[config.mk]
export PLATFORM = sky130hd
export DESIGN_NAME = alarmClockTop
export DESIGN_NICKNAME = d
export VERILOG_FILES = /design/src/hdl/alarmPkg.sv /design/src/hdl/alarmRegs.sv /design/src/hdl/tickGen.sv /design/src/hdl/timeCounter.sv /design/src/hdl/alarmControl.sv /design/src/hdl/toneGen.sv /design/src/hdl/displayScan.sv /design/src/hdl/alarmClockTop.sv
export SDC_FILE = /design/constraint.sdc
export NUM_CORES = 1
export LEC_CHECK = 0
export ABC_AREA = 1
export BUFFER_PORTS_ARGS = -buffer_cell sky130_fd_sc_hd__buf_4
export CAP_MARGIN = 20
export CORE_MARGIN = 2
export CORE_UTILIZATION = 50
export CTS_CLUSTER_SIZE = 25
export DETAILED_ROUTE_END_ITERATION = 12
export PLACE_DENSITY = 0.76
export SLEW_MARGIN = 0
export SYNTH_ARGS = -nofsm -noshare
export SYNTH_HDL_FRONTEND = slang
export SYNTH_SLANG_ARGS = --single-unit
[constraint.sdc]
create_clock -name Clk -period 8.6 [get_ports Clk]
set_input_delay 2.15 -clock Clk [delete_from_list [all_inputs] [get_ports Clk]]
set_output_delay 2.15 -clock Clk [all_outputs]
set_load 0.01 [all_outputs]
[src/hdl/alarmPkg.sv]
package alarmPkg;

	typedef logic [5:0] sixtyT;       // seconds or minutes, 0..59
	typedef logic [6:0] segT;         // active low, bit 6 = a, bit 0 = g
	typedef logic [2:0] digitIdxT;
	typedef logic [3:0] apbAddrT;
	typedef logic [31:0] apbDataT;
	typedef logic [15:0] halfPeriodT; // clock cycles per half wave

	localparam apbAddrT CTRL_ADDR = 4'd0;    // bit 0 alarm enable
	localparam apbAddrT ALARM_ADDR = 4'd4;   // sec 5:0, min 13:8
	localparam apbAddrT TIME_ADDR = 4'd8;    // same layout as alarm
	localparam apbAddrT STATUS_ADDR = 4'd12; // read only, bit 0 ringing

	localparam sixtyT MAX_SIXTY = 6'd59;

	// decimal digit to segment pattern
	localparam segT segDigits [10] = '{
		7'b0000001, // 0
		7'b1001111, // 1
		7'b0010010, // 2
		7'b0000110, // 3
		7'b1001100, // 4
		7'b0100100, // 5
		7'b0100000, // 6
		7'b0001111, // 7
		7'b0000000, // 8
		7'b0000100  // 9
	};

	localparam int MELODY_LEN = 8;

	localparam halfPeriodT melodyHalfPeriod [MELODY_LEN] = '{
		16'd20,
		16'd18,
		16'd16,
		16'd15,
		16'd13,
		16'd12,
		16'd10,
		16'd9
	};

endpackage

[src/hdl/alarmRegs.sv]
`timescale 1ns/1ps

module alarmRegs import alarmPkg::*; (
	input logic Clk,
	input logic rstN,
	input logic pSel,
	input logic pEnable,
	input logic pWrite,
	input apbAddrT pAddr,
	input apbDataT pWData,
	input sixtyT curSec,
	input sixtyT curMin,
	input logic ringing,
	output apbDataT pRData,
	output logic pReady,
	output logic pSlvErr,
	output logic alarmEn,
	output sixtyT alarmSec,
	output sixtyT alarmMin,
	output logic loadTime,
	output sixtyT loadSec,
	output sixtyT loadMin
);

	logic access;
	logic addrOk;
	logic badAccess;
	logic wrEn;

	function automatic sixtyT clampSixty(input logic [5:0] v);
		return (v > MAX_SIXTY) ? MAX_SIXTY : v;
	endfunction

	assign access = pSel & pEnable;
	assign addrOk = (pAddr == CTRL_ADDR) || (pAddr == ALARM_ADDR) ||
		(pAddr == TIME_ADDR) || (pAddr == STATUS_ADDR);
	assign badAccess = !addrOk || (pWrite && (pAddr == STATUS_ADDR));
	assign wrEn = access & pWrite & ~badAccess;

	assign pReady = 1'b1; // no wait states
	assign pSlvErr = access & badAccess;

	// time load goes straight to the counter on the access edge
	assign loadTime = wrEn && (pAddr == TIME_ADDR);
	assign loadSec = clampSixty(pWData[5:0]);
	assign loadMin = clampSixty(pWData[13:8]);

	always_ff @(posedge Clk or negedge rstN) begin
		if (!rstN) begin
			alarmEn <= 1'b0;
			alarmSec <= '0;
			alarmMin <= '0;
		end else if (wrEn) begin
			if (pAddr == CTRL_ADDR)
				alarmEn <= pWData[0];
			if (pAddr == ALARM_ADDR) begin
				alarmSec <= clampSixty(pWData[5:0]);
				alarmMin <= clampSixty(pWData[13:8]);
			end
		end
	end

	always_comb begin
		pRData = '0;
		if (access && !pWrite) begin
			case (pAddr)
				CTRL_ADDR: pRData[0] = alarmEn;
				ALARM_ADDR: begin
					pRData[5:0] = alarmSec;
					pRData[13:8] = alarmMin;
				end
				TIME_ADDR: begin
					pRData[5:0] = curSec;
					pRData[13:8] = curMin;
				end
				STATUS_ADDR: pRData[0] = ringing;
				default: pRData = '0; // error response, no data
			endcase
		end
	end

endmodule

[src/hdl/tickGen.sv]
`timescale 1ns/1ps

module tickGen #(
	parameter int unsigned CLKS_PER_SEC = 100_000_000,
	parameter int unsigned CLKS_PER_DIGIT = 125_000
) (
	input logic Clk,
	input logic rstN,
	output logic secTick,
	output logic digitTick
);

	localparam int SEC_W = $clog2(CLKS_PER_SEC);
	localparam int DIGIT_W = $clog2(CLKS_PER_DIGIT);

	logic [SEC_W-1:0] secCnt;
	logic [DIGIT_W-1:0] digitCnt;

	assign secTick = (secCnt == SEC_W'(CLKS_PER_SEC - 1));
	assign digitTick = (digitCnt == DIGIT_W'(CLKS_PER_DIGIT - 1));

	always_ff @(posedge Clk or negedge rstN) begin
		if (!rstN) begin
			secCnt <= '0;
			digitCnt <= '0;
		end else begin
			secCnt <= secTick ? '0 : secCnt + 1'b1;
			digitCnt <= digitTick ? '0 : digitCnt + 1'b1; // scan rate
		end
	end

endmodule

[src/hdl/timeCounter.sv]
`timescale 1ns/1ps

module timeCounter import alarmPkg::*; (
	input logic Clk,
	input logic rstN,
	input logic secTick,
	input logic loadTime,
	input sixtyT loadSec,
	input sixtyT loadMin,
	output sixtyT curSec,
	output sixtyT curMin
);

	always_ff @(posedge Clk or negedge rstN) begin
		if (!rstN) begin
			curSec <= '0;
			curMin <= '0;
		end else if (loadTime) begin // load wins over tick
			curSec <= loadSec;
			curMin <= loadMin;
		end else if (secTick) begin
			if (curSec == MAX_SIXTY) begin
				curSec <= '0;
				curMin <= (curMin == MAX_SIXTY) ? '0 : curMin + 1'b1;
			end else begin
				curSec <= curSec + 1'b1;
			end
		end
	end

endmodule

[src/hdl/alarmControl.sv]
`timescale 1ns/1ps

module alarmControl import alarmPkg::*; #(
	parameter int unsigned RING_SECONDS = 10
) (
	input logic Clk,
	input logic rstN,
	input logic secTick,
	input logic alarmEn,
	input sixtyT alarmSec,
	input sixtyT alarmMin,
	input sixtyT curSec,
	input sixtyT curMin,
	output logic ringing
);

	localparam int RING_W = $clog2(RING_SECONDS + 1);

	typedef enum logic [1:0] {
		stIdle,
		stRing,
		stServed // ring over, match not yet gone
	} ringStateT;

	ringStateT state;
	logic [RING_W-1:0] ringCnt;
	logic match;

	assign match = alarmEn && (curSec == alarmSec) && (curMin == alarmMin);
	assign ringing = (state == stRing);

	always_ff @(posedge Clk or negedge rstN) begin
		if (!rstN) begin
			state <= stIdle;
			ringCnt <= '0;
		end else begin
			case (state)
				stIdle: begin
					ringCnt <= '0;
					if (match)
						state <= stRing;
				end
				stRing: begin
					if (!alarmEn) begin
						state <= stIdle;
					end else if (secTick) begin
						if (ringCnt == RING_W'(RING_SECONDS - 1))
							state <= stServed;
						ringCnt <= ringCnt + 1'b1;
					end
				end
				stServed: begin
					if (!match)
						state <= stIdle;
				end
				default: state <= stIdle;
			endcase
		end
	end

endmodule

[src/hdl/toneGen.sv]
`timescale 1ns/1ps

module toneGen import alarmPkg::*; #(
	parameter int unsigned CLKS_PER_NOTE = 25_000_000
) (
	input logic Clk,
	input logic rstN,
	input logic ringing,
	output logic audioOut
);

	localparam int NOTE_W = $clog2(CLKS_PER_NOTE);
	localparam int IDX_W = $clog2(MELODY_LEN);

	logic [NOTE_W-1:0] noteCnt;
	logic [IDX_W-1:0] noteIdx;
	halfPeriodT halfCnt;
	logic toneLvl;
	logic noteDone;
	logic halfDone;

	assign noteDone = (noteCnt == NOTE_W'(CLKS_PER_NOTE - 1));
	assign halfDone = (halfCnt == melodyHalfPeriod[noteIdx] - 1'b1);

	// silent line sits high
	assign audioOut = toneLvl | ~ringing;

	always_ff @(posedge Clk or negedge rstN) begin
		if (!rstN) begin
			noteCnt <= '0;
			noteIdx <= '0;
			halfCnt <= '0;
			toneLvl <= 1'b1;
		end else if (!ringing) begin
			noteCnt <= '0; // next ring starts at entry 0
			noteIdx <= '0;
			halfCnt <= '0;
			toneLvl <= 1'b1;
		end else begin
			if (noteDone) begin
				noteCnt <= '0;
				halfCnt <= '0;
				noteIdx <= (noteIdx == IDX_W'(MELODY_LEN - 1)) ? '0 : noteIdx + 1'b1;
			end else begin
				noteCnt <= noteCnt + 1'b1;
				if (halfDone) begin
					halfCnt <= '0;
					toneLvl <= ~toneLvl;
				end else begin
					halfCnt <= halfCnt + 1'b1;
				end
			end
		end
	end

endmodule

[src/hdl/displayScan.sv]
`timescale 1ns/1ps

module displayScan import alarmPkg::*; (
	input logic Clk,
	input logic rstN,
	input logic digitTick,
	input sixtyT curSec,
	input sixtyT curMin,
	input sixtyT alarmSec,
	input sixtyT alarmMin,
	output logic [7:0] an,
	output segT seg,
	output logic dp
);

	digitIdxT scanIdx;
	sixtyT selVal;
	logic [3:0] onesDigit;
	logic [3:0] tensDigit;
	logic [3:0] showDigit;

	always_ff @(posedge Clk or negedge rstN) begin
		if (!rstN)
			scanIdx <= '0;
		else if (digitTick)
			scanIdx <= scanIdx + 1'b1; // wraps after digit 7
	end

	// pairs of digits share one value
	always_comb begin
		case (scanIdx[2:1])
			2'd0: selVal = curSec;
			2'd1: selVal = curMin;
			2'd2: selVal = alarmSec;
			default: selVal = alarmMin;
		endcase
	end

	assign onesDigit = 4'(selVal % 6'd10);
	assign tensDigit = 4'(selVal / 6'd10);
	assign showDigit = scanIdx[0] ? tensDigit : onesDigit;

	assign seg = segDigits[showDigit];
	assign an = ~(8'b0000_0001 << scanIdx);
	assign dp = !((scanIdx == 3'd2) || (scanIdx == 3'd6)); // between min and sec

endmodule

[src/hdl/alarmClockTop.sv]
`timescale 1ns/1ps

module alarmClockTop import alarmPkg::*; #(
	parameter int unsigned CLKS_PER_SEC = 100_000_000,
	parameter int unsigned CLKS_PER_DIGIT = 125_000,
	parameter int unsigned CLKS_PER_NOTE = 25_000_000,
	parameter int unsigned RING_SECONDS = 10
) (
	input logic Clk,
	input logic rstN,
	input logic pSel,
	input logic pEnable,
	input logic pWrite,
	input apbAddrT pAddr,
	input apbDataT pWData,
	output apbDataT pRData,
	output logic pReady,
	output logic pSlvErr,
	output logic [7:0] an,
	output segT seg,
	output logic dp,
	output logic audioOut,
	output logic ringing
);

	logic secTick;
	logic digitTick;
	logic alarmEn;
	sixtyT alarmSec;
	sixtyT alarmMin;
	logic loadTime;
	sixtyT loadSec;
	sixtyT loadMin;
	sixtyT curSec;
	sixtyT curMin;

	alarmRegs i_alarmRegs (
		.Clk(Clk),
		.rstN(rstN),
		.pSel(pSel),
		.pEnable(pEnable),
		.pWrite(pWrite),
		.pAddr(pAddr),
		.pWData(pWData),
		.curSec(curSec),
		.curMin(curMin),
		.ringing(ringing),
		.pRData(pRData),
		.pReady(pReady),
		.pSlvErr(pSlvErr),
		.alarmEn(alarmEn),
		.alarmSec(alarmSec),
		.alarmMin(alarmMin),
		.loadTime(loadTime),
		.loadSec(loadSec),
		.loadMin(loadMin)
	);

	tickGen #(
		.CLKS_PER_SEC(CLKS_PER_SEC),
		.CLKS_PER_DIGIT(CLKS_PER_DIGIT)
	) i_tickGen (
		.Clk(Clk),
		.rstN(rstN),
		.secTick(secTick),
		.digitTick(digitTick)
	);

	timeCounter i_timeCounter (
		.Clk(Clk),
		.rstN(rstN),
		.secTick(secTick),
		.loadTime(loadTime),
		.loadSec(loadSec),
		.loadMin(loadMin),
		.curSec(curSec),
		.curMin(curMin)
	);

	alarmControl #(
		.RING_SECONDS(RING_SECONDS)
	) i_alarmControl (
		.Clk(Clk),
		.rstN(rstN),
		.secTick(secTick),
		.alarmEn(alarmEn),
		.alarmSec(alarmSec),
		.alarmMin(alarmMin),
		.curSec(curSec),
		.curMin(curMin),
		.ringing(ringing)
	);

	toneGen #(
		.CLKS_PER_NOTE(CLKS_PER_NOTE)
	) i_toneGen (
		.Clk(Clk),
		.rstN(rstN),
		.ringing(ringing),
		.audioOut(audioOut)
	);

	displayScan i_displayScan (
		.Clk(Clk),
		.rstN(rstN),
		.digitTick(digitTick),
		.curSec(curSec),
		.curMin(curMin),
		.alarmSec(alarmSec),
		.alarmMin(alarmMin),
		.an(an),
		.seg(seg),
		.dp(dp)
	);

endmodule

==> results of run 1 <==
power by group:
group          internal [uW]  leakage, uW  total [uW]  switching (uW)
clock                    510     0.000312         760             250
sequential               584      0.00163         591            7.10
combinational           40.8      0.00217         107            66.6
total                   1130      0.00411        1460             323
cells in the final DEF, fill, tap and decap left out, types with 5 or more instances in the layout:
cell / n
nor3_1: 31
nand4_1: 24
o21ai_0: 55
o211ai_1: 5
a211oi_1: 6
nand3_1: 61
conb_1: 21
clkbuf_16: 17
inv_2: 6
xnor2_1: 13
a31oi_1: 5
nor3_2: 5
clkinv_2: 5
nand2_1: 201
nand2_4: 5
nand3_2: 11
buf_4: 54
nor2_2: 11
inv_1: 154
o21ai_1: 5
nor2_1: 129
nor4_1: 13
xor2_1: 23
ha_1: 27
nand2_2: 9
dfrtp_1: 122
a21oi_1: 43
cell families (layout without fill, tap and decap cells):
logic type	after synthesis	after routing	synth area share
other	2	21	0.0009553
and+or+nand+nor	521	521	0.3151
adders and majority gates	27	27	0.04297
xor gates and xnor gates	36	36	0.04011
DFF	123	123	0.3917
AOI/OAI and AO/OA	140	140	0.1019
buffers and inverters	200	249	0.1073
sequential cells by signal, summed over array words and instances (netlist names), 4 cells and up:
signal / cells
i_tickGen.digitCnt: 17
i_toneGen.halfCnt: 16
i_timeCounter.curMin: 6
i_timeCounter.curSec: 6
i_toneGen.noteCnt: 25
i_tickGen.secCnt: 27
i_alarmRegs.alarmSec: 6
i_alarmControl.ringCnt: 4
i_alarmRegs.alarmMin: 6
layout make-up:
class	instances	area, um2	area share
Tap cell	211	264.0	0.02932
Clock inverter	8	140.1	0.01556
Clock buffer	22	484.2	0.05378
Inverter	165	620.6	0.06893
Multi-Input combinational cell	745	4010	0.4454
Timing Repair Buffer	54	405.4	0.04503
Sequential cell	123	3079	0.3420
worst max-delay path, stage by stage:
cell and delay, ps:
buf_4 110, nor2_1 290, inv_1 120, nor2_1 780, nand2_1 120, a21oi_1 260
buf_4 170
stage by stage:
stage                     hold slack, ps  setup WS [ps]
after floorplan                    425.1           3185
after detailed placement           453.2           2522
after CTS                          471.1           2519
after global routing               497.0           2331
final                              463.3           2438
after global placement             441.7           2532
worst max-delay path by stage:
| stage | end | cells past startpoint | start | slack (ps) |
|---|---|---|---|---|
| finish | pRData[5] | 7 | pAddr[1] | 2440 |
| global route | seg[3] | 21 | i_displayScan.scanIdx[2] | 2330 |
| detailed placement | pRData[0] | 7 | pAddr[1] | 2520 |
| floorplan | pRData[10] | 6 | pAddr[1] | 3180 |
| CTS | pRData[0] | 7 | pAddr[1] | 2520 |
| global placement | pRData[0] | 7 | pAddr[1] | 2530 |
per-layer routing:
metal	track usage	part of all wire
met1	0.2919	0.46
met2	0.3641	0.48
met3	0.04955	0.046
met4	0.05627	0.015
met5	0	0
==> run metrics, run 1 <==
Syn Std Cell Area=7861 um2; Reg2Reg Setup Slack=around 5500 ps; Synth warnings=0; unrepaired setup endpoints after global routing=false; Setup-failing EPs final=0; die area=16740 um2; placed instance area=8379 um2; CTS tree=done; most frequent cells after synthesis=201 x nand2_1, 154 x inv_1, 129 x nor2_1; Root Buffer=clkbuf_16; Fmax achieved=roughly 160 MHz; Setup CP Type=in2out; Leak=0.004113 uW; Final Skew=5.923 ps; gr ovfl total=0; Post-CTS Setup Bufs=0; asr flop ratio synth=1.000; initial core utilization=0.5152; hold endpoint=i_tickGen.secCnt[0]; share of post-route cells with drive strength above 1=0.1325; 1st-pass router iterations=5; reg-to-reg startpoint=i_toneGen.noteIdx[0]; Total Wirelength=roughly 17000 um; Final HPWL DP=12480 um; Relative slew margins=0.3279; critical path required time=6450 ps; measured slew at the worst slew-check pin=roughly 1000 ps; sequential fraction of the synthesis area=0.3917; Num CTS Buffers=17; crit end category=output pin; setup TNS=0 ps; R2R depth=13; Synth Flop Type=dfrtp_1; row cnt=45; CTS H-Tree Depth=4; WHS Path Cells=1; P per Cell Area=161.9 nW/um2; Post-Synthesis Cells=1049; Synth top area share=0.3883; IO Count=93; Worst Setup Start Kind=input pin; fin cells=1328; Port Buffer Count=51; Resize count post-CTS=0; Clock Pin Slew Worst Setup and Hold Paths=50 ps; Worst R2R End=i_toneGen.halfCnt[13]; peak supply drop=154.7 uV; Synth area leader=dfrtp_1; dominant cells by area after synthesis=dfrtp_1 39%, nand2_1 9.6%, inv_1 7.4%; antenna-violating nets left=0; syn avg cell area=7.494 um2; final instance area=9004 um2; Via Count=6857; post-synth cell types=55; number of fillers in the final layout=1369; status=finished, final reports clean; Hold Crit Class=reg2reg; Pins Over Slew Limit=0; Layout Utilization=0.5901; diode count=0; die extent in x=129.4 um; Clock Sinks=123; Final min period=6162 ps; first-pass GRT wire length=approximately 30000 um; nets=1174; Worst Min Path Start=i_tickGen.secCnt[0]; Hold Fails Final Rpt=0; Area growth syn-to-layout=14.53%; Final Total Pwr=1458 uW; hold_buf cts=0; clock tree buffer depth=2; Core ar.=15260 um2; GPL Wtd Cong=0.8920; Post-synth EDFFs=0; Clock Latency Late Sink=roughly 420 ps; Detailed Route Iter0 Violations=596; critical-path maximum fanout=13; final period utilization=0.7165; drt drc=0; initial antenna violation count=0; vias in the first global route=6469; top-count cell post-synth=nand2_1; # Max-Cap Violations=0; Seq cells post-synth=approximately 120; chip height=129.4 um; crit path DAT=4010 ps; Tot GR Track Use=0.2193; Placed Cells incl. Taps=1298; largest net degree at the start of global routing=between 70 and 80; Routed WL per cell=13.00 um; via/cell ratio=5.163
(Power assumes the default switching activity.)
==> run 2: changes to the inputs <==
==> constraint.sdc (replaced) <==
create_clock -name Clk -period 6.4 [get_ports Clk]
set_input_delay 1.6 -clock Clk [delete_from_list [all_inputs] [get_ports Clk]]
set_output_delay 1.6 -clock Clk [all_outputs]
set_load 0.01 [all_outputs]
==> run metrics, run 2 (synthesis results as in run 1) <==
Total Wirelength=17320 um; Post-CTS Setup Bufs=0; Pins Over Slew Limit=0; vias in the first global route=6547; final period utilization=0.8389; Core ar.=15260 um2; peak supply drop=203.3 uV; Reg2Reg Setup Slack=3240 ps; IO Count=93; Final Skew=about 8 ps; Psw=436.4 uW; 1st-pass router iterations=7; Switching Fraction=0.2275; largest net degree at the start of global routing=between 80 and 90; post-place setup slack=1389 ps; first-pass GRT wire length=29790 um; Clock Pin Slew Worst Setup and Hold Paths=50 ps; Hold Crit Class=reg2reg; biggest regs=i_tickGen.secCnt: 27 flops, i_toneGen.noteCnt: 25 flops, i_tickGen.digitCnt: 17 flops; reg-to-reg startpoint=i_toneGen.noteIdx[0]; Top reg by flops=i_tickGen.secCnt; final critical-path setup slack=1031 ps; P per Cell Area=212.8 nW/um2; status=finished, final reports clean; share of post-route cells with drive strength above 1=0.1340; Worst R2R End=i_toneGen.halfCnt[13]; critical path required time=4800 ps; Tot GR Track Use=0.2223; initial core utilization=0.5152; nets=1175; met3 wire length=between 700 and 800 um; Clock Sinks=123; Port Buffer Count=between 50 and 60; Hold Fails Final Rpt=0; die area=16740 um2; gr ovfl total=0; final instance area=9015 um2; initial antenna violation count=0; drt drc=0; Root Buffer=clkbuf_16; Fmax achieved=about 190 MHz; CTS tree=done; crit end category=output pin; Final min period=5369 ps; measured slew at the worst slew-check pin=about 980 ps; Leak=~0.0041 uW; routed length on met2=approximately 8200 um; hold_buf cts=0; Detailed Route Iter0 Violations=537; Worst Setup SP=i_displayScan.scanIdx[2]; register share of total power=0.414; Area growth syn-to-layout=14.67%; worst-path cell chain=inv_2 -> nand3_1 -> nand3_2 -> nand2_4 -> inv_2 -> nand2_2 -> nand2_2 -> inv_2 -> ha_1 -> nand2_1 -> nor2_1 -> nand2_2 -> nand4_1 -> nand3_2 -> nand2_4 -> nand2_4 -> o21ai_1 -> inv_1 -> ha_1 -> inv_1 -> nor2_1 -> nor2_1 -> buf_4; CP max stage cell=dfrtp_1; met1 WL=8020 um; placed instance area=approximately 8400 um2; Via Count=between 6000 and 7000; max reg flops=27; CTS H-Tree Depth=4; row cnt=45; Relative slew margins=0.3422; # Max-Cap Violations=0; antenna-violating nets left=0; Routed WL per cell=13.02 um; clock power share=0.510; DR top layer=met4; area of the multi-input gates=4010 um2; most common cell after layout, fill and taps aside=nand2_1; most frequent cells in the layout=201 x nand2_1, 154 x inv_1, 129 x nor2_1, 122 x dfrtp_1, 61 x nand3_1; Final HPWL DP=between 10000 and 15000 um; hold endpoint=i_tickGen.secCnt[0]; die extent in x=129.4 um; Comb power frac=0.076; Layout Utilization=0.5908; GPL Wtd Cong=0.8865; Worst Setup Start Kind=flip-flop; FF/Latch Area=3079 um2; WHS Path Cells=1; max incr delay on CP=730 ps; Worst Min Path Start=i_tickGen.secCnt[0]; number of fillers in the final layout=around 1400; diode count=0; Num CTS Buffers=17; chip height=129.4 um; R2R depth=13; critical-path maximum fanout=17; setup TNS=0 ps; unrepaired setup endpoints after global routing=false; Resize count post-CTS=0; clock tree buffer depth=2; crit path DAT=3770 ps; via/cell ratio=slightly above 5; Setup-failing EPs final=0; Setup CP Type=reg2out; Clock Latency Late Sink=420 ps; Power Internal=around 1500 uW
==> run 2: how the worst max path moves through the flow <==
stage                 to  cells after the start
2_1_floorplan     seg[3]                     22
3_3_place_gp   pRData[0]                      7
3_5_place_dp   pRData[4]                      7
4_1_cts           seg[3]                     23
5_1_grt           seg[3]                     21
6_report          seg[3]                     23
==> run 2: power by group through the flow <==
stage               registers (uW)  clock network, uW  logic (uW)
floorplan                      803                  0        95.4
global placement               807                  0         143
global route                   794               1030         166
CTS                            793                994         145
detailed placement             807                  0         144
finish                         794                979         146
==> run 2: routing by layer <==
metal	up-vias	track usage
met1	3235	0.2937
li1	3477	-
met5	-	0
met2	158	0.3576
met4	0	0.08120
met3	29	0.05285
==> run 2: worst max-delay path: cells and delay by family (launching register included) <==
family / cells / cell delay [ps]
adders and majority gates: 2 / 430
and+or+nand+nor: 14 / 1250
DFF: 1 / 730
AOI/OAI and AO/OA: 1 / 290
buffers and inverters: 6 / 630
==> run 2: per-stage QoR <==
| step | total power, uW | cells | hold slack (ps) |
|---|---|---|---|
| after global routing | 1994 | 1330 | 477.0 |
| after CTS | 1932 | 1329 | 458.3 |
| after global placement | 949.3 | 1298 | 446.9 |
| after floorplan | 898.8 | 1068 | 425.1 |
| after detailed placement | 951.0 | 1298 | 451.6 |
| final | 1918 | 1330 | 452.4 |
==> run 2: layout make-up <==
class | count | area share
multi-input combinational | 745 | 0.4448
sequential | 123 | 0.3416
inverter | 165 | 0.06884
clock buffer | 25 | 0.05829
timing repair buffer | 55 | 0.04802
tap | 211 | 0.02929
clock inverter | 6 | 0.009160
